$ cat src/hdl/perf_pkg.sv
package perf_pkg;

  //////////////////////////////////////////////////
  // widths and sizes
  //////////////////////////////////////////////////

  localparam int addr_w    = 8;
  localparam int data_w    = 16;
  localparam int num_gen   = 2;
  localparam int gen_w     = $clog2(num_gen);
  localparam int mem_depth = 256;

  // uart bit period, kept short so a frame fits a quick simulation.
  localparam int clks_per_bit = 8;
  localparam int baud_cnt_w   = $clog2(clks_per_bit);

  localparam logic [15:0] lfsr_taps = 16'hB400;
  localparam logic [15:0] lfsr_seed = 16'h1ACE;

  // header byte, then count and checksum per generator, high byte first.
  localparam logic [7:0] report_header = 8'hA5;
  localparam int         report_bytes  = 1 + 4 * num_gen;
  localparam int         rep_idx_w     = $clog2(report_bytes);

  //////////////////////////////////////////////////
  // channel payloads
  //////////////////////////////////////////////////

  typedef struct packed {
    logic [addr_w-1:0] addr;
    logic [data_w-1:0] data;
  } wr_req_t;

  typedef struct packed {
    logic [gen_w-1:0] gen;
  } wr_resp_t;

  typedef struct packed {
    logic [15:0] count;
    logic [15:0] checksum;
  } gen_stats_t;

  typedef enum logic [1:0] {
    gen_idle,
    gen_issue,
    gen_wait_resp,
    gen_done
  } gen_state_e;

  typedef enum logic [1:0] {
    rep_idle,
    rep_wait,
    rep_send,
    rep_done
  } rep_state_e;

  typedef enum logic [1:0] {
    arb_idle,
    arb_req,
    arb_resp
  } arb_state_e;

endpackage

$ cat src/hdl/perf_wr_mem.sv
`timescale 1ns/1ps

module perf_wr_mem (
  input  logic                        clk,
  input  logic                        rst_n,
  input  logic                        req_valid,
  input  perf_pkg::wr_req_t           req,
  input  logic [perf_pkg::gen_w-1:0]  req_gen,
  output logic                        req_ready,
  output logic                        resp_valid,
  output perf_pkg::wr_resp_t          resp,
  input  logic                        resp_ready,
  input  logic [perf_pkg::addr_w-1:0] dbg_addr,
  output logic [perf_pkg::data_w-1:0] dbg_data
);
  import perf_pkg::*;

  logic [data_w-1:0] mem [mem_depth];
  logic              req_fire;

  // only one response may be pending, so a new write waits for its handshake.
  assign req_ready = !resp_valid;
  assign req_fire  = req_valid && req_ready;

  always_ff @(posedge clk or negedge rst_n) begin
    if (!rst_n) begin
      resp_valid <= 1'b0;
    end else if (req_fire) begin
      resp_valid <= 1'b1;
    end else if (resp_ready) begin
      resp_valid <= 1'b0;
    end
  end

  always_ff @(posedge clk) begin
    if (req_fire) begin
      mem[req.addr] <= req.data;
      resp.gen      <= req_gen;
    end
    dbg_data <= mem[dbg_addr];
  end

endmodule

$ cat config.mk
export PLATFORM = sky130hd
export DESIGN_NAME = perf_wr_mem
export DESIGN_NICKNAME = d
export VERILOG_FILES = /design/src/hdl/perf_pkg.sv /design/src/hdl/perf_wr_mem.sv
export SDC_FILE = /design/constraint.sdc
export NUM_CORES = 2
export LEC_CHECK = 0
export ABC_AREA = 0
export BUFFER_PORTS_ARGS = -buffer_cell sky130_fd_sc_hd__buf_2
export CAP_MARGIN = 5
export CORE_ASPECT_RATIO = 1.25
export CORE_MARGIN = 2
export CORE_UTILIZATION = 55
export CTS_CLUSTER_DIAMETER = 80
export DETAILED_ROUTE_END_ITERATION = 16
export GPL_ROUTABILITY_DRIVEN = 0
export PLACE_DENSITY_LB_ADDON = 0.05
export SETUP_SLACK_MARGIN = 0.3
export SYNTH_ARGS = -nofsm -noshare
export SYNTH_HDL_FRONTEND = slang
export SYNTH_SLANG_ARGS = --single-unit
$ cat constraint.sdc
create_clock -name clk -period 3.3 [get_ports clk]
set_clock_uncertainty 0.15 [all_clocks]
set_input_delay 0 -clock clk [delete_from_list [all_inputs] [get_ports clk]]
set_output_delay 0 -clock clk [all_outputs]
set_load 0.005 [all_outputs]
==> impl_metrics.json <==
{
  "outcome": "finished with violations",
  "violations": "hold timing",
  "grt_pass1_vias": 80209,
  "placement.cell_area_um2": 169500,
  "die_y_um": 606.5,
  "ir_drop_mv": 0.4872,
  "p_total_mw": 108.7,
  "start_util_pct": 55.18,
  "grt_setup_unrepaired": "no",
  "detail-route-antenna-nets": 0,
  "r2r_start": "mem[183][1]",
  "die-area_um2": 294800,
  "fp-row-count": 221,
  "synth_nets": 7446,
  "p_int_mw": 85.60,
  "tightest_slew_ps": 1331,
  "cts_tree": "built",
  "overflow": 0,
  "hold_class": "in -> reg",
  "cts-root-buf": "clkbuf_16",
  "clk_path_buf_depth": 4,
  "ys_top_cells_by_area": "edfxtp_1 (77%), mux4_2 (12%), mux2i_1 (3.3%)",
  "fin_util_pct": 63.15,
  "synth-edff-count": 4097,
  "combPwrFrac_pct": 5.5,
  "fin_ws_ps": 173.5,
  "die_w_um": 486.0,
  "setup_tns_ps": 0,
  "clock_latency_ps": 900,
  "dpl.hpwl_mm": 281.6,
  "worstPathMaxFanout": 37,
  "leakagePower_nw": 58.88,
  "layout-area-overhead-vs-synth_pct": 14.45,
  "cap_violations": 0,
  "pwr_density_cell_nw_per_um2": 594.5,
  "syn_area_per_cell_um2": 21.56,
  "synth_seq_area_share_pct": 77.23,
  "routedWlPerCell_um": 36.36,
  "cp.arrival_ps": 3820,
  "cts_sinks": 4114,
  "io_pins": 56,
  "place_inst": 11576,
  "ys.flop_type": "edfxtp_1",
  "post_cts_buffers": 0,
  "nets": 8273,
  "post-route-drc-count": 0,
  "ys_seq_elements": 4114,
  "worstHoldStart": "req[6]",
  "cts_made_buffers": 395,
  "clkPwrFrac_pct": 41.5,
  "relSlewSlack_pct": 11.26,
  "hold_ws_ps": -9.875,
  "timing.final.crit_share_pct": 94.74,
  "core_area_um2": 289500,
  "pre_cts_ws_ps": -457.5,
  "max_freq_mhz": 319.9,
  "yosysWarnings": 0,
  "critical_path.cell_chain": "dlygate4sd3_1 -> buf_8 -> or2_4 -> buf_4 -> o22ai_1 -> mux2i_1 -> a211oi_1 -> nand4_1 -> buf_4 -> nor3_1 -> and3_1",
  "setup_viol": 0,
  "critPathKind": "in -> reg",
  "synth-async-reset-ratio_pct": 0.02431,
  "cp_common_cell": "buf_4",
  "drt_iter0_drc": 10474,
  "hold_violations": 3,
  "postRouteWirelength_mm": 449.5,
  "firstDrtPassIters": 7,
  "seqPwrFrac_pct": 53.0,
  "drv_slew": 0,
  "path_clk_slew_ps": 70,
  "design_area_um2": 182800,
  "cp-end-kind": "flop",
  "syn_inst": 7409,
  "post-route-min-period_ps": 3126,
  "syn-cell-area_um2": 159700,
  "synth_cell_type_count": 67,
  "synth_common_cells": "edfxtp_1 (4097), mux4_2 (841), mux2i_1 (520), nor2_1 (307), o221ai_1 (164)",
  "drive_gt1_share_pct": 27.81,
  "synth.top_cell.area_share_pct": 77.02,
  "crit_family": "buffers and inverters",
  "grt_pass1_wl_mm": 629.0,
  "synth_most_common_cell": "edfxtp_1",
  "finalNonFillerCells": 12363,
  "grt_usage_pct": 30.54,
  "htreeDepth": 5,
  "crit_path_start_kind": "input port",
  "grt_max_degree": 121,
  "crit_path_top_delay_cell": "dlygate4sd3_1",
  "switching_power_mw": 23.08,
  "critPathRequiredTime_ps": 4000,
  "via_per_inst": 6.580,
  "yosys.area.top_type": "edfxtp_1",
  "crit_buf_inv": 4,
  "dr_total_vias": 81349,
  "antenna_found_initial": 25,
  "swShare_pct": 21.24,
  "cp_slowest_stage_delay_ps": 560,
  "io_buffer_count": 55,
  "crit_path_start": "dbg_addr[2]"
}
==> per-layer routing <==
metal / up-vias / part of all wire [%] / track usage [%]
li1: 32992 / - / -
met4: 14 / 4.4 / 11.99
met3: 764 / 8.1 / 4.940
met5: - / 0.020 / 0
met1: 43699 / 39 / 42.79
met2: 3880 / 48 / 48.78
==> cell type report <==
cell class	count	area (um^2)
Antenna cell	19	47.55
Clock buffer	508	10610
Clock inverter	206	2061
Fill cell	19664	106700
Inverter	9	46.29
Multi-Input combinational cell	2838	33530
Sequential cell	4114	123400
Tap cell	3791	4743
Timing Repair Buffer	878	8409
==> path summary, 6_finish.rpt <==
path,to,slack [ps],cells past startpoint
hold / removal,mem[73][6],-10,2
min in group asynchronous,resp_valid,340,4
max in group asynchronous,resp_valid,2560,4
hold reg to reg,resp,520,1
setup reg to reg,dbg_data[1],300,5
setup / recovery,dbg_data[9],170,11
==> layout by cell type (no fill, tap or decap), drive strengths merged, types with 27 or more instances in the layout <==
cell	count
bufinv	42
buf	829
mux2	50
dlygate4sd3	49
o221ai	164
o22ai	155
o21ai	44
clkbuf	508
a22oi	28
nand2	156
a221oi	27
nor2	307
nand3	70
mux4	851
a21oi	104
nor3	99
a211oi	34
mux2i	520
clkinv	147
edfxtp	4097
==> logic make-up (layout without fill, tap and decap cells) <==
kind of cell           after synthesis  in the layout  share of synthesized area (%)
flip-flops                        4114           4114                          77.23
other                                0             19                              0
AND/OR/NAND/NOR                    758            758                          2.167
AO/OA/AOI/OAI                      659            659                          2.969
multiplexers                      1421           1421                          15.63
buffers and inverters              457           1601                          1.997
==> flip-flops by register name, summed over array words and instances, names as in the netlist <==
| register | cells |
|---|---|
| resp_valid | 1 |
| mem | 4096 |
| dbg_data | 16 |
| resp | 1 |
==> power by group through the flow <==
stage               Combinational, mW  Clock (mW)  Sequential, mW
floorplan                        2.88           0            58.7
finish                           5.96        45.1            57.6
global route                     6.20        47.5            57.6
detailed placement               5.88           0            58.8
global placement                 5.79           0            58.8
CTS                              5.98        45.6            57.6
==> what timing repair did <==
action / in CTS / in global routing
hold buffers: 54 / 0
endpoints found under the hold margin: 5279 / 0
gates resized for setup: 3 / 4
endpoints found under the setup margin: 3 / 4
Power figures use the tool's default switching activity.
