--- src/hdl/perf_pkg.sv ---
package perf_pkg;

  //////////////////////////////////////////////////
  // widths and sizes
  //////////////////////////////////////////////////

  localparam int addr_w    = 8;
  localparam int data_w    = 16;
  localparam int num_gen   = 2;
  localparam int gen_w     = $clog2(num_gen);
  localparam int mem_depth = 256;

  // uart bit period, kept short so a frame fits a quick simulation.
  localparam int clks_per_bit = 8;
  localparam int baud_cnt_w   = $clog2(clks_per_bit);

  localparam logic [15:0] lfsr_taps = 16'hB400;
  localparam logic [15:0] lfsr_seed = 16'h1ACE;

  // header byte, then count and checksum per generator, high byte first.
  localparam logic [7:0] report_header = 8'hA5;
  localparam int         report_bytes  = 1 + 4 * num_gen;
  localparam int         rep_idx_w     = $clog2(report_bytes);

  //////////////////////////////////////////////////
  // channel payloads
  //////////////////////////////////////////////////

  typedef struct packed {
    logic [addr_w-1:0] addr;
    logic [data_w-1:0] data;
  } wr_req_t;

  typedef struct packed {
    logic [gen_w-1:0] gen;
  } wr_resp_t;

  typedef struct packed {
    logic [15:0] count;
    logic [15:0] checksum;
  } gen_stats_t;

  typedef enum logic [1:0] {
    gen_idle,
    gen_issue,
    gen_wait_resp,
    gen_done
  } gen_state_e;

  typedef enum logic [1:0] {
    rep_idle,
    rep_wait,
    rep_send,
    rep_done
  } rep_state_e;

  typedef enum logic [1:0] {
    arb_idle,
    arb_req,
    arb_resp
  } arb_state_e;

endpackage

--- src/hdl/perf_uart_tx.sv ---
`timescale 1ns/1ps

module perf_uart_tx (
  input  logic       clk,
  input  logic       rst_n,
  input  logic       tx_valid,
  input  logic [7:0] tx_byte,
  output logic       tx_ready,
  output logic       utx_pin
);
  import perf_pkg::*;

  logic                  busy;
  logic [baud_cnt_w-1:0] baud_cnt;
  logic [3:0]            bit_cnt;
  logic [8:0]            shifter;
  logic                  bit_end;
  logic                  load;

  assign tx_ready = !busy;
  assign load     = tx_valid && tx_ready;
  assign bit_end  = (baud_cnt == baud_cnt_w'(clks_per_bit - 1));

  always_ff @(posedge clk or negedge rst_n) begin
    if (!rst_n) begin
      busy     <= 1'b0;
      baud_cnt <= '0;
      bit_cnt  <= '0;
      utx_pin  <= 1'b1;
    end else if (load) begin
      busy     <= 1'b1;
      baud_cnt <= '0;
      bit_cnt  <= '0;
      utx_pin  <= 1'b0;
    end else if (busy) begin
      baud_cnt <= bit_end ? '0 : baud_cnt + 1'b1;
      if (bit_end) begin
        // bit 9 is the stop bit, the line stays high after it.
        if (bit_cnt == 4'd9) begin
          busy <= 1'b0;
        end else begin
          utx_pin <= shifter[0];
          bit_cnt <= bit_cnt + 4'd1;
        end
      end
    end
  end

  always_ff @(posedge clk) begin
    if (load) begin
      shifter <= {1'b1, tx_byte};
    end else if (busy && bit_end) begin
      shifter <= {1'b1, shifter[8:1]};
    end
  end

endmodule

--- config.mk ---
export PLATFORM = sky130hd
export DESIGN_NAME = perf_uart_tx
export DESIGN_NICKNAME = d
export VERILOG_FILES = /design/src/hdl/perf_pkg.sv /design/src/hdl/perf_uart_tx.sv
export SDC_FILE = /design/constraint.sdc
export NUM_CORES = 1
export LEC_CHECK = 0
export BUFFER_PORTS_ARGS = -buffer_cell sky130_fd_sc_hd__buf_2
export CORE_MARGIN = 5
export CORE_UTILIZATION = 53
export DETAILED_ROUTE_END_ITERATION = 16
export PLACE_DENSITY = 0.76
export SLEW_MARGIN = 40
export SYNTH_ARGS = -nofsm -noshare
export SYNTH_HDL_FRONTEND = slang
export SYNTH_SLANG_ARGS = --single-unit
--- constraint.sdc ---
create_clock -name clk -period 1.6 [get_ports clk]
set_input_delay 0.08 -clock clk [delete_from_list [all_inputs] [get_ports clk]]
set_output_delay 0.08 -clock clk [all_outputs]
set_load 0.02 [all_outputs]
==> results_dict.tcl <==
set metrics [dict create \
    status "finished, final reports clean" \
    start_kind "register" \
    cp.required_ns 1.59 \
    finalCritPeriodShare_pct 90.7 \
    insertion_delay_ns 0.29 \
    route.vias.total 503 \
    final_util_pct 62.4 \
    syn_area_um2 818 \
    critPathKind "register to register" \
    cts_resized 0 \
    cp_slowest_stage_delay_ns 0.42 \
    clock_path_buffers 2 \
    power_frac_clock_pct 16.0 \
    path_cells "ha_1 > ha_1 > nand2_1 > nand2_1" \
    worstHoldStart "tx_valid" \
    maxCapViolCount 0 \
    design_area_um2 928 \
    drt.antenna.violating_nets 0 \
    hpwl_um 1060 \
    ys_async_sr_fraction_pct 52.9 \
    avgSynthCellArea_um2 13.9 \
    hold_violations 0 \
    vdd_drop_max_v 0.00109 \
    r2r_end "shifter[2]" \
    cts_buffers 3 \
    fin_nets 92 \
    layoutNonFillerInstCount 92 \
    worstHoldPathType "input pin to register" \
    syn2layout_area_growth_pct 13.5 \
    io_pins 13 \
    power_density_nw_per_um2 1580 \
    path_clk_slew_ns 0.10 \
    cp.arrival_ns 1.44 \
    power_frac_seq_pct 50.7 \
    rsz0062_at_grt "false" \
    crit_path_end_kind "register" \
    p_leak_nw 0.429 \
    drtIter0Drc 7 \
    grt_use_total_pct 12.8 \
    ys_warn_count 0 \
    antenna_cells 0 \
    whs_ns 0.0119 \
    r2r_cells 4 \
    min_to "bit_cnt[2]" \
    setup_ws_ns 0.149 \
    synth-seq-area-share_pct 57.0 \
    clock_sinks 17 \
    grt_pass1_wl_um 2410 \
    switching_share_pct 33.3 \
    tns_ns 0 \
    synth_cell_types 23 \
    pwr-share-comb_pct 33.3 \
    antenna_found_initial 0 \
    rrSetupSlack_ns 0.15 \
    cts_tree "done" \
    finalSetupViolations 0 \
    fmax_mhz 689 \
    core_um2 1490 \
    synth_cells 59 \
    grt_pass1_vias 540 \
    synth-edff-count 8 \
    fp.dieW_um 49.3 \
    net-switching-power_mw 0.489 \
    initial_core_util_pct 55.0 \
    placedCellCount 87 \
    skew_ns 0.00435 \
    grt_start_max_net_pins 14 \
    power.internal_mw 0.979 \
    cp_max_fo 8 \
    slew_headroom_pct 77.4 \
    placed_cell_area_um2 891 \
    drcViolationCount 0 \
    die_area_um2 2430 \
    holdPathStages 2 \
    via_per_inst 5.47 \
    num_rows 14 \
    worst_pin_slew_ns 0.338 \
    cts-root-buf "clkbuf_4" \
    die_h_um 49.3 \
    rr_startpoint "baud_cnt[0]" \
    maxSlewViolCount 0 \
    grt_overflow 0 \
    post_route_cells_drive_above_1_share_pct 38.2 \
    wirelength_um 1420 \
    syn_nets 74 \
    wl_per_cell_um 15.5 \
    synth-seq-cells 17 \
    period_minus_slack_ns 1.45 \
    dr.pass1.iters 4 \
    synthFlopType "edfxtp_1" \
    gp_congestion 0.736 \
    slowest_stage "dfrtp_1" \
    htree_levels 1 \
    design_power_total_mw 1.47 \
    post-place-ws_ns 0.153 \
    port_buffers 12 \
]
## worst max-delay path: cells and delay by family, from the launching register on
kind / cells / cell delay (ns)
DFF: 1 / 0.42
and+or+nand+nor: 2 / 0.33
adders and majority gates: 2 / 0.41
## worst max-delay path by stage
stage	end	start	slack [ns]
after floorplan	shifter[0]	baud_cnt[0]	0.23
after global placement	shifter[7]	baud_cnt[0]	0.22
after detailed placement	shifter[5]	baud_cnt[0]	0.15
after CTS	shifter[2]	baud_cnt[0]	0.14
after global routing	shifter[2]	baud_cnt[0]	0.06
final	shifter[2]	baud_cnt[0]	0.15
## placed cells by master, fill, tap and decap left out, drive strengths merged
cell type / Yosys / routed
a21oi: 2 / 2
a22o: 1 / 1
a31oi: 1 / 1
a32o: 1 / 1
and3b: 1 / 1
buf: 2 / 14
clkbuf: 0 / 3
clkinv: 0 / 1
dfrtp: 8 / 8
dfstp: 1 / 1
dlygate4sd3: 0 / 1
edfxtp: 8 / 8
ha: 4 / 4
inv: 4 / 4
mux2: 7 / 7
mux2i: 4 / 4
nand2: 6 / 6
nand2b: 1 / 1
nand3: 1 / 1
nand4: 1 / 1
nor2: 2 / 2
o211ai: 1 / 1
o31ai: 2 / 2
or2: 1 / 1
## routing by layer
metal	GRT usage, %	part of all wire, %	vias to the layer above
met3	2.75	5.4	2
met2	20.8	46	15
li1	-	-	247
met1	16.7	48	239
met5	0	0	-
met4	4.04	0.28	0
## Yosys cell counts, types with 2 or more instances
master	instances	share of area, %
a21oi_1	2	1.2
buf_6	2	2.8
dfrtp_1	8	24
edfxtp_1	8	29
ha_1	4	6.1
inv_1	4	1.8
mux2_2	3	4.1
mux2_4	4	7.3
mux2i_1	4	4.9
nand2_1	6	2.8
o31ai_1	2	1.8
## final cells by class
class	instances	area, um2
sequential	17	467
multi-input combinational	36	314
inverter	4	15.0
fill	133	561
clock buffer	3	22.5
tap	16	20.0
timing repair buffer	15	85.1
clock inverter	1	5.00
## power groups by stage
stage | sequential, mW | combinational, mW | clock [mW]
5_1_grt | 0.763 | 0.555 | 0.264
3_5_place_dp | 0.754 | 0.485 | 0
6_report | 0.744 | 0.489 | 0.234
4_1_cts | 0.746 | 0.494 | 0.236
2_1_floorplan | 0.739 | 0.350 | 0
3_3_place_gp | 0.740 | 0.456 | 0
## cells by family after synthesis
| group | count (synthesis) | synth area share [%] |
|---|---|---|
| AO/OA/AOI/OAI | 8 | 7.03 |
| adder cells (fa/ha/maj) | 4 | 6.12 |
| buffers and inverters | 6 | 4.59 |
| flip-flops | 17 | 57.0 |
| multiplexers | 11 | 16.4 |
| AND/OR/NAND/NOR | 13 | 8.87 |
## what timing repair did
item,4_1_cts,5_1_grt
setup buffers,0,0
endpoints found under the hold margin,9,0
hold buffers,1,0
## flip-flops by register name, indices dropped and copies added, names as in the netlist
name,count
baud_cnt,3
bit_cnt,4
busy,1
utx_pin,1
shifter,8
No activity file was read; power rests on OpenSTA's default activity.
