**config.mk**
```make
export PLATFORM = sky130hd
export DESIGN_NAME = perf_reporter
export DESIGN_NICKNAME = d
export VERILOG_FILES = /design/src/hdl/perf_pkg.sv /design/src/hdl/perf_reporter.sv
export SDC_FILE = /design/constraint.sdc
export NUM_CORES = 1
export LEC_CHECK = 0
export BUFFER_PORTS_ARGS = -buffer_cell sky130_fd_sc_hd__buf_2
export CORE_MARGIN = 3
export CORE_UTILIZATION = 43
export DETAILED_ROUTE_END_ITERATION = 8
export PLACE_DENSITY = 0.85
export SLEW_MARGIN = 20
export SYNTH_ARGS = -nofsm -noshare
export SYNTH_HDL_FRONTEND = slang
export SYNTH_SLANG_ARGS = --single-unit
```
**constraint.sdc**
```tcl
create_clock -name clk -period 4.99 [get_ports clk]
set_clock_uncertainty 0.1 [all_clocks]
set_input_delay 0.2495 -clock clk [delete_from_list [all_inputs] [get_ports clk]]
set_output_delay 0.2495 -clock clk [all_outputs]
set_load 0.02 [all_outputs]
```
**src/hdl/perf_pkg.sv**
```systemverilog
package perf_pkg;

  //////////////////////////////////////////////////
  // widths and sizes
  //////////////////////////////////////////////////

  localparam int addr_w    = 8;
  localparam int data_w    = 16;
  localparam int num_gen   = 2;
  localparam int gen_w     = $clog2(num_gen);
  localparam int mem_depth = 256;

  // uart bit period, kept short so a frame fits a quick simulation.
  localparam int clks_per_bit = 8;
  localparam int baud_cnt_w   = $clog2(clks_per_bit);

  localparam logic [15:0] lfsr_taps = 16'hB400;
  localparam logic [15:0] lfsr_seed = 16'h1ACE;

  // header byte, then count and checksum per generator, high byte first.
  localparam logic [7:0] report_header = 8'hA5;
  localparam int         report_bytes  = 1 + 4 * num_gen;
  localparam int         rep_idx_w     = $clog2(report_bytes);

  //////////////////////////////////////////////////
  // channel payloads
  //////////////////////////////////////////////////

  typedef struct packed {
    logic [addr_w-1:0] addr;
    logic [data_w-1:0] data;
  } wr_req_t;

  typedef struct packed {
    logic [gen_w-1:0] gen;
  } wr_resp_t;

  typedef struct packed {
    logic [15:0] count;
    logic [15:0] checksum;
  } gen_stats_t;

  typedef enum logic [1:0] {
    gen_idle,
    gen_issue,
    gen_wait_resp,
    gen_done
  } gen_state_e;

  typedef enum logic [1:0] {
    rep_idle,
    rep_wait,
    rep_send,
    rep_done
  } rep_state_e;

  typedef enum logic [1:0] {
    arb_idle,
    arb_req,
    arb_resp
  } arb_state_e;

endpackage

```
**src/hdl/perf_reporter.sv**
```systemverilog
`timescale 1ns/1ps

module perf_reporter (
  input  logic                         clk,
  input  logic                         rst_n,
  input  logic                         start,
  input  logic [perf_pkg::num_gen-1:0] gen_done,
  input  perf_pkg::gen_stats_t         gen_stats [perf_pkg::num_gen],
  output logic                         tx_valid,
  output logic [7:0]                   tx_byte,
  input  logic                         tx_ready,
  output logic                         done
);
  import perf_pkg::*;

  rep_state_e           state;
  logic [rep_idx_w-1:0] idx;
  logic                 draining;
  logic [7:0]           frame [report_bytes];

  always_comb begin
    frame[0] = report_header;
    for (int g = 0; g < num_gen; g++) begin
      frame[4*g+1] = gen_stats[g].count[15:8];
      frame[4*g+2] = gen_stats[g].count[7:0];
      frame[4*g+3] = gen_stats[g].checksum[15:8];
      frame[4*g+4] = gen_stats[g].checksum[7:0];
    end
  end

  assign tx_byte  = frame[idx];
  assign tx_valid = (state == rep_send) && !draining;
  assign done     = (state == rep_done);

  always_ff @(posedge clk or negedge rst_n) begin
    if (!rst_n) begin
      state    <= rep_idle;
      idx      <= '0;
      draining <= 1'b0;
    end else begin
      case (state)
        rep_idle, rep_done: begin
          if (start) begin
            state <= rep_wait;
          end
        end
        rep_wait: begin
          if (&gen_done) begin
            idx      <= '0;
            draining <= 1'b0;
            state    <= rep_send;
          end
        end
        rep_send: begin
          // after the last byte, wait for the transmitter to go idle again.
          if (draining) begin
            if (tx_ready) begin
              state <= rep_done;
            end
          end else if (tx_ready) begin
            if (idx == rep_idx_w'(report_bytes - 1)) begin
              draining <= 1'b1;
            end else begin
              idx <= idx + 1'b1;
            end
          end
        end
        default: state <= rep_idle;
      endcase
    end
  end

endmodule

```
==> metrics, run 1 <==
status completed; gr ovfl total 0; Antenna Cells 0; final worst slack 2.66 ns; Starting Density 46.7%; post-route cell area 1480 sq um; I/O pin count 80; Buf+Inv Stages, Crit Path 1; Avg WL per Cell 14.0 um; Worst Hold Path Cells 4; Final Cycle Share 46.6%; Reg clk slew, reported paths 0.05 ns; number of synthesized register bits 7; DRC 0; Worst VDD drop 395 uV; global placer's final weighted congestion 0.906; vias in the first global route 1258; num rows 17; Worst-Margin Slew 0.632 ns; post-place setup slack 2.44 ns; CP Max Fanout 26; Post-synth EDFFs 0; synthesized instance count 122; power per cell area 491 nW/um^2; Clock Path Buffers 2; RSZ-0062 raised after global routing false; max-slew violations 0; Multi-input gate area 805 sq um; ANT nets after route 0; Die Width 55.7 um; sequential area share after synthesis 16.5%; Worst Hold Class input port to flop; synthesized area per cell 8.71 sq um; setup_tns 0 ns; Cell variety after synth 39; hold_ws 0.230 ns; crit path kind flop to primary output; max_cap viols 0; flip-flop and latch area 176 sq um; WL final 3180 um; Hold EP state[1]; max incr delay on CP 0.76 ns; Tmin final 2.33 ns; Setup-failing EPs final 0; max_slew headroom 57.8%; Lkg Pwr 0.727 nW; fill count 178; r2r setup slk 2.76 ns; largest net degree at the start of global routing 27; worst r2r src idx[1]; post-placement cell area 1440 sq um; commonest non-fill, non-tap cells in the layout buf_2 (79), nand2_1 (19), mux2_1 (12); post-DP HPWL 2620 um; min-delay src start; nature of the critical path endpoint primary output; iteration-0 DRC count of the detailed router 45; number of setup buffers added after CTS 0; startpoint types flop; Clock Latency Late Sink 0.25 ns; syn_nets 197; nets 275; R2R depth 6; Arrival @ worst endpoint 1.98 ns; Die ar. 3100 sq um; Mapped Area 1060 sq um; post-synth top area cell dfrtp_1; CTS buffer count 3; buffers added on ports 79; Post-synth ARST share 100%; max frequency 0.430 GHz; non-filler instance count after layout 227; gr usage total 20.9%; core area 2280 sq um; Die H 55.7 um; root buffer cell clkbuf_4; Critical Path Start idx[0]; Final Power 0.727 mW; P&R area growth vs syn 39.5%; Vias 1216; CP delay by family, top flip-flops; Crit. path cell count 4; 1st-pass router iterations 4; top-area cell type share of the netlist area 16.5%; RR Endpoint idx[3]; share of cells above drive strength 1 46.7%; worst endpoint required time 4.64 ns; mean number of vias per cell 5.36; Synth Warn # 0; H-tree depth 1; post-placement cell count 222; Top FF cell, synth dfrtp_1; clk sinks 7; most common cell after layout, fill and taps aside buf_2; CP cell instances and2b_1, a221oi_1, o31ai_1, buf_2; Hold Fails Final Rpt 0; CTS tree done; antenna violations before repair 0; first-pass GRT wire length 5290 um; fin util 65.1%; leading post-synthesis cells by cell area dfrtp_1 (16%), mux2_1 (13%), mux4_2 (8.5%); CP max-delay cell dfrtp_2
-- report_power, final --
part,internal (mW),total (mW),leakage (nW),switching (mW)
Clock,0.0306,0.0520,0.0150,0.0215
Sequential,0.0774,0.163,0.0870,0.0851
Combinational,0.246,0.513,0.625,0.267
-- cells by family (layout without fill, tap and decap cells) --
kind of cell | Yosys count | count (layout) | synth area share [%]
AO/OA/AOI/OAI | 35 | 35 | 24.1
adder cells (fa/ha/maj) | 5 | 5 | 5.89
buffers and inverters | 16 | 93 | 7.77
flip-flops | 7 | 7 | 16.5
multiplexers | 21 | 21 | 25.9
AND/OR/NAND/NOR | 38 | 38 | 19.8
-- cell usage after synthesis (2+ instances only) --
library cell	count
mux2i_1	5
o31ai_1	8
nand4_1	2
a21oi_1	6
buf_2	2
o22ai_1	4
nand2_1	19
nor2_1	4
buf_4	2
a221oi_1	4
dfrtp_1	7
o211ai_1	2
ha_1	5
mux4_2	4
inv_1	9
mux2_1	12
nand2b_1	4
o21ai_0	2
-- per-layer routing --
layer / global-route usage, % / routed length (um) / vias up
li1: - / - / 612
met1: 21.5 / 1190 / 537
met2: 40.4 / 1670 / 60
met3: 4.87 / 274 / 7
met4: 7.64 / 44 / 0
met5: 0 / 0 / -
-- flip-flops by register name, summed over array words and instances (netlist names) --
name / count
state: 2
idx: 4
draining: 1
-- tightest hold or removal path: stages --
cell and delay, ns:
buf_2 0.09, inv_1 0.06, o21ai_0 0.07, o21ai_0 0.07
-- what timing repair did --
item                                   in CTS  in global routing
setup endpoints to repair                   0                  0
gates resized for setup                     0                  0
hold buffers                                1                  0
endpoints found under the hold margin       7                  0
-- cell type report --
type | count | area share, %
Clock buffer | 4 | 1.77
Multi-Input combinational cell | 99 | 54.3
Tap cell | 28 | 2.36
Sequential cell | 7 | 11.9
Inverter | 9 | 2.28
Timing Repair Buffer | 80 | 27.4
-- how the worst max path moves through the flow --
stage / to / slack (ns)
after floorplan: idx[3] / 3.09
after global placement: idx[3] / 2.58
after detailed placement: idx[3] / 2.44
after CTS: tx_byte[6] / 2.27
after global routing: tx_byte[4] / 2.46
final: tx_byte[6] / 2.66
Note: power is estimated with default switching activity, not from simulation.
==> inputs of run 2 (changes only) <==
- CORE_UTILIZATION: 43 -> 40
- PLACE_DENSITY: 0.85 -> 0.8
- clock period: 4.99 -> 2.41 ns (I/O delays scaled with it)
==> run 2 against run 1 <==
Net effect:
- via count increased by 0.41%
- critical path depth increased by 1
- utilization decreased by 5.2 points
- final cell count increased by 1.8%
- power increased by 110%
- highest routed layer unchanged
- sequential share of layout area decreased by 0.21 points
- critical endpoint is now tx_byte[4]
- largest power group unchanged
- first-iteration DRC count decreased by 2.2%
- wire length decreased by 8.0%
- sequential cell count unchanged
==> metrics, run 2 (same netlist as run 1, synthesis figures left out) <==
Hold Fails Final Rpt 0 (unchanged); Arrival @ worst endpoint 1.90 ns (was 1.98 ns); ANT nets after route 0 (unchanged); Starting Density 42.5% (was 46.7%); Die H 57.5 um (was 55.7 um); power per cell area 1010 nW/um^2 (was 491 nW/um^2); Reg clk slew, reported paths 0.05 ns (about the same); max frequency 0.472 GHz; clk sinks 7 (unchanged); Largest regs idx: 4 flops, state: 2 flops, draining: 1 flops (unchanged); commonest non-fill, non-tap cells in the layout buf_2 (79), nand2_1 (19), mux2_1 (12) (unchanged); max reg flops 4 (unchanged); fill count 238 (was 178); non-filler instance count after layout 231 (was 227); Die Width 57.5 um (was 55.7 um); hold_ws 0.0948 ns (was 0.230 ns); CP cell instances buf_4, and2b_1, a221oi_1, o31ai_1, buf_2 (was and2b_1, a221oi_1, o31ai_1, buf_2); nature of the critical path endpoint primary output (unchanged); worst endpoint required time 2.19 ns (was 4.64 ns); nets 277 (was 275); max incr delay on CP 0.35 ns (was 0.76 ns); Vias 1221 (was 1216); Setup-failing EPs final 0 (unchanged); antenna violations before repair 0 (unchanged); post-cts resize count 0 (unchanged); share of cells above drive strength 1 46.8% (was 46.7%); Worst Hold Class input port to flop (unchanged); GRT met3 Usage 2.94% (was 4.87%); Final Power 1.51 mW (was 0.727 mW); root buffer cell clkbuf_4 (unchanged); CP max-delay cell dfrtp_1 (was dfrtp_2); max-slew violations 0 (unchanged); Multi-input gate area 805 sq um (unchanged); WL final 2930 um (was 3180 um); CTS buffer count 3 (unchanged); Avg WL per Cell 12.7 um (was 14.0 um); I/O pin count 80 (unchanged); crit path kind flop to primary output (unchanged); iteration-0 DRC count of the detailed router 44 (was 45); Lkg Pwr 0.738 nW (was 0.727 nW); most common cell after layout, fill and taps aside buf_2 (unchanged); DRC 0 (unchanged); GR Util met1 18.3% (was 21.5%); CTS tree done (unchanged); Worst VDD drop 622 uV (was 395 uV); largest net degree at the start of global routing 26 (was 27); P&R area growth vs syn 41.0% (was 39.5%); vias in the first global route 1077 (was 1258); Die ar. 3310 sq um (was 3100 sq um); buffers added on ports 79 (unchanged); gr usage total 16.5% (was 20.9%); CP Max Fanout 25 (was 26); post-DP HPWL 2360 um (was 2620 um); Worst-Margin Slew 0.472 ns (was 0.632 ns); Tmin final 2.12 ns; Clock Path Buffers 2 (unchanged); max_slew headroom 68.6% (was 57.8%); num rows 18 (was 17); startpoint types flop (unchanged); post-placement cell count 226 (was 222); status completed (unchanged); register with the most flip-flops idx (unchanged); max_cap viols 0 (unchanged); gr ovfl total 0 (unchanged); Final Cycle Share 87.8%; setup_tns 0 ns (unchanged); first-pass GRT wire length 4450 um (was 5290 um); Antenna Cells 0 (unchanged); most used routing layer met2 (unchanged); RSZ-0062 raised after global routing false (unchanged); flip-flop and latch area 175 sq um (was 176 sq um); Clock Latency Late Sink 0.26 ns (was 0.25 ns); core area 2500 sq um (was 2280 sq um); H-tree depth 1 (unchanged); GR met2 Demand/Resource 31.1% (was 40.4%); mean number of vias per cell 5.29 (was 5.36); global placer's final weighted congestion 0.804 (was 0.906); r2r setup slk 0.44 ns (was 2.76 ns); 1st-pass router iterations 4 (unchanged)
==> run 2: cell types whose count changed in the layout (fill, tap and decap cells not counted), sizes merged <==
cell and change:
buf +2
==> run 2: path summary, 6_finish.rpt <==
check                        from          to  depth (start not counted)
hold reg to reg            idx[0]      idx[0]                          2
setup / recovery           idx[0]  tx_byte[4]                          5
max in group asynchronous   rst_n      idx[0]                          2
min in group asynchronous   rst_n    state[0]                          2
hold / removal              start    state[1]                          4
setup reg to reg           idx[1]      idx[3]                          6
==> run 2: stage by stage <==
stage	cell area, sq um	setup slack, ns	utilization [%]
floorplan	1060	0.514	-
global placement	1460	0.526	58.5
CTS	1500	0.286	59.9
finish	1500	0.293	59.9
global route	1500	0.104	59.9
detailed placement	1460	0.448	58.5
==> run 2: per-layer routing <==
metal,up-vias,routed length (um)
met5,-,0
met4,0,24
met3,3,370
met2,64,1440
met1,539,1090
li1,615,-
==> run 2: report_power, final <==
part           switching (mW)  internal (mW)  total, mW  leakage, nW
Sequential             0.0782          0.160      0.239       0.0881
Clock                  0.0484         0.0635      0.112       0.0150
Combinational           0.633          0.524       1.16        0.635
==> run 2: layout make-up <==
class | instances | area share, %
Tap cell | 30 | 2.51
Inverter | 9 | 2.26
Clock buffer | 4 | 1.75
Multi-Input combinational cell | 99 | 53.7
Timing Repair Buffer | 82 | 28.1
Sequential cell | 7 | 11.7
==> run 2: timing repair <==
item / 4_1_cts / 5_1_grt
setup buffers: 0 / 0
hold buffers: 1 / 0
endpoints found under the hold margin: 7 / 0
==> run 2: critical path, delay by kind of cell (launching register included) <==
| kind | cells | cell delay (ns) |
|---|---|---|
| buffers and inverters | 2 | 0.55 |
| DFF | 1 | 0.35 |
| AOI/OAI and AO/OA | 2 | 0.42 |
| and+or+nand+nor | 1 | 0.32 |
==> inputs of run 3 (changes only) <==
- CELL_PAD_IN_SITES_DETAIL_PLACEMENT: not set -> 0
- CELL_PAD_IN_SITES_GLOBAL_PLACEMENT: not set -> 1
- CORE_UTILIZATION: 40 -> 27
- PLACE_DENSITY: 0.8 -> not set
- PLACE_DENSITY_LB_ADDON: not set -> 0.1
==> run 3 against run 2 <==
Net effect:
- global-route usage shrank 1.8 points
- utilization down 18 points
- register-to-register slack improved by 0.15 ns
- wire length up 18%
- highest routed layer unchanged
- sequential power decreased by 6%
- combinational power increased by 5%
- largest power group unchanged
- non-clock buffer count is 1 higher
- first-iteration DRC count decreased by 70%
==> metrics, run 3 (same netlist as run 1, synthesis figures left out) <==
status completed (unchanged); hold_ws 0.124 ns (was 0.0948 ns); clk sinks 7 (unchanged); Clock Path Buffers 2 (unchanged); Final Cycle Share 84.2% (was 87.8%); CTS buffer count 3 (unchanged); Clock Latency Late Sink 0.22 ns (was 0.26 ns); max_cap viols 0 (unchanged); GR met2 Demand/Resource 29.1% (was 31.1%); Starting Density 28.6% (was 42.5%); Lkg Pwr 0.750 nW (was 0.738 nW); r2r setup slk 0.59 ns (was 0.44 ns); 1st-pass router iterations 4 (unchanged); CP delay by family, top buffers and inverters (unchanged); Worst VDD drop 375 uV (was 622 uV); Antenna Cells 0 (unchanged); crit path kind flop to primary output (unchanged); max reg flops 4 (unchanged); P&R area growth vs syn 45.6% (was 41.0%); Final Power 1.60 mW (was 1.51 mW); max frequency 0.493 GHz (was 0.472 GHz); buffers added on ports 79 (unchanged); setup_tns 0 ns (unchanged); nets 278 (was 277); Vias 1220 (was 1221); commonest non-fill, non-tap cells in the layout buf_2 (79), nand2_1 (19), mux2_1 (12) (unchanged); RSZ-0062 raised after global routing false (unchanged); I/O pin count 80 (unchanged); Setup-failing EPs final 0 (unchanged); Arrival @ worst endpoint 1.81 ns (was 1.90 ns); Die ar. 4720 sq um (was 3310 sq um); mean number of vias per cell 4.88 (was 5.29); CP max-delay cell dfrtp_1 (unchanged); R2R depth 6 (unchanged); min-delay src start (unchanged); max_slew headroom 64.7% (was 68.6%); post-DP HPWL 2910 um (was 2360 um); fill count 404 (was 238); worst endpoint required time 2.19 ns (about the same); largest net degree at the start of global routing 19 (was 26); vias in the first global route 1266 (was 1077); share of cells above drive strength 1 47.0% (was 46.8%); Worst Hold Path Cells 4 (unchanged); Die H 68.7 um (was 57.5 um); iteration-0 DRC count of the detailed router 13 (was 44); GR Util met1 16.0% (was 18.3%); global placer's final weighted congestion 0.720 (was 0.804); Hold Fails Final Rpt 0 (unchanged); Avg WL per Cell 13.8 um (was 12.7 um); Reg clk slew, reported paths 0.04 ns (was 0.05 ns); power per cell area 1040 nW/um^2 (was 1010 nW/um^2); most common cell after layout, fill and taps aside buf_2 (unchanged); Largest regs idx: 4 flops, state: 2 flops, draining: 1 flops (unchanged); Worst Hold Class input port to flop (unchanged); most used routing layer met2 (unchanged); fin util 41.6% (was 59.9%); antenna violations before repair 0 (unchanged); CTS tree done (unchanged); non-filler instance count after layout 250 (was 231); root buffer cell clkbuf_8 (was clkbuf_4); Worst-Margin Slew 0.530 ns (was 0.472 ns); max incr delay on CP 0.36 ns (was 0.35 ns); gr ovfl total 0 (unchanged); post-placement cell count 245 (was 226); GRT met3 Usage 3.24% (was 2.94%); startpoint types flop (unchanged); nature of the critical path endpoint primary output (unchanged); CP Max Fanout 16 (was 25); H-tree depth 1 (unchanged); gr usage total 14.7% (was 16.5%); number of setup buffers added after CTS 0 (unchanged); Buf+Inv Stages, Crit Path 2 (unchanged); Tmin final 2.03 ns (was 2.12 ns); num rows 22 (was 18); CP cell instances buf_4, and2b_1, a221oi_1, o31ai_1, buf_2 (unchanged); Multi-input gate area 805 sq um (unchanged); DRC 0 (unchanged); ANT nets after route 0 (unchanged); core area 3720 sq um (was 2500 sq um); RR Endpoint idx[3] (unchanged); flip-flop and latch area 175 sq um (unchanged); Die Width 68.7 um (was 57.5 um); register with the most flip-flops idx (unchanged); WL final 3450 um (was 2930 um); worst r2r src state[0] (was idx[1]); Hold EP state[1] (unchanged); first-pass GRT wire length 5380 um (was 4450 um); max-slew violations 0 (unchanged)
-- run 3: cell types whose count changed in the layout (fill, tap and decap cells not counted), sizes merged --
cell / delta
buf: +1
-- run 3: what timing repair did --
item                                   in CTS  in global routing
resized for setup                           0                  0
endpoints found under the hold margin       7                  0
hold buffers                                1                  0
-- run 3: cell type report --
| class | count | area share, % |
|---|---|---|
| repair buffers | 83 | 27.7 |
| clock buffers | 4 | 2.91 |
| well taps | 48 | 3.88 |
| inverters | 9 | 2.18 |
| flip-flops and latches | 7 | 11.3 |
| multi-input cells | 99 | 52.0 |
-- run 3: routing by layer --
layer | vias to the layer above | wire [um] | part of all wire, %
li1 | 617 | - | -
met1 | 544 | 1370 | 40
met2 | 57 | 1680 | 49
met3 | 2 | 366 | 11
met4 | 0 | 27 | 0.78
met5 | - | 0 | 0
-- run 3: per-stage QoR --
step                cell area (sq um)  setup slack (ns)
CTS                              1550             0.361
floorplan                        1060             0.514
finish                           1550             0.382
global route                     1550             0.195
detailed placement               1490             0.600
global placement                 1490             0.615
-- run 3: how the worst max path moves through the flow --
stage / startpoint / end / slack, ns / cells after the start
final: idx[0] / tx_byte[3] / 0.38 / 5
after global routing: idx[0] / tx_byte[4] / 0.20 / 5
after CTS: idx[0] / tx_byte[3] / 0.36 / 5
after detailed placement: state[0] / idx[3] / 0.60 / 6
after global placement: state[0] / idx[3] / 0.62 / 6
after floorplan: state[0] / idx[3] / 0.51 / 6
-- run 3: worst reg2reg max path, delay by kind of cell, from the launching register on --
| family | cells | cell delay [ns] |
|---|---|---|
| DFF | 1 | 0.39 |
| and+or+nand+nor | 1 | 0.32 |
| buffers and inverters | 2 | 0.22 |
| AOI/OAI and AO/OA | 2 | 0.37 |
| adders and majority gates | 1 | 0.32 |
-- run 3: report_power, final --
part | internal (mW) | leakage (nW) | total (mW) | switching, mW
clock network | 0.114 | 0.0228 | 0.160 | 0.0457
logic | 0.536 | 0.639 | 1.22 | 0.684
registers | 0.161 | 0.0881 | 0.224 | 0.0626
total | 0.812 | 0.750 | 1.60 | 0.793
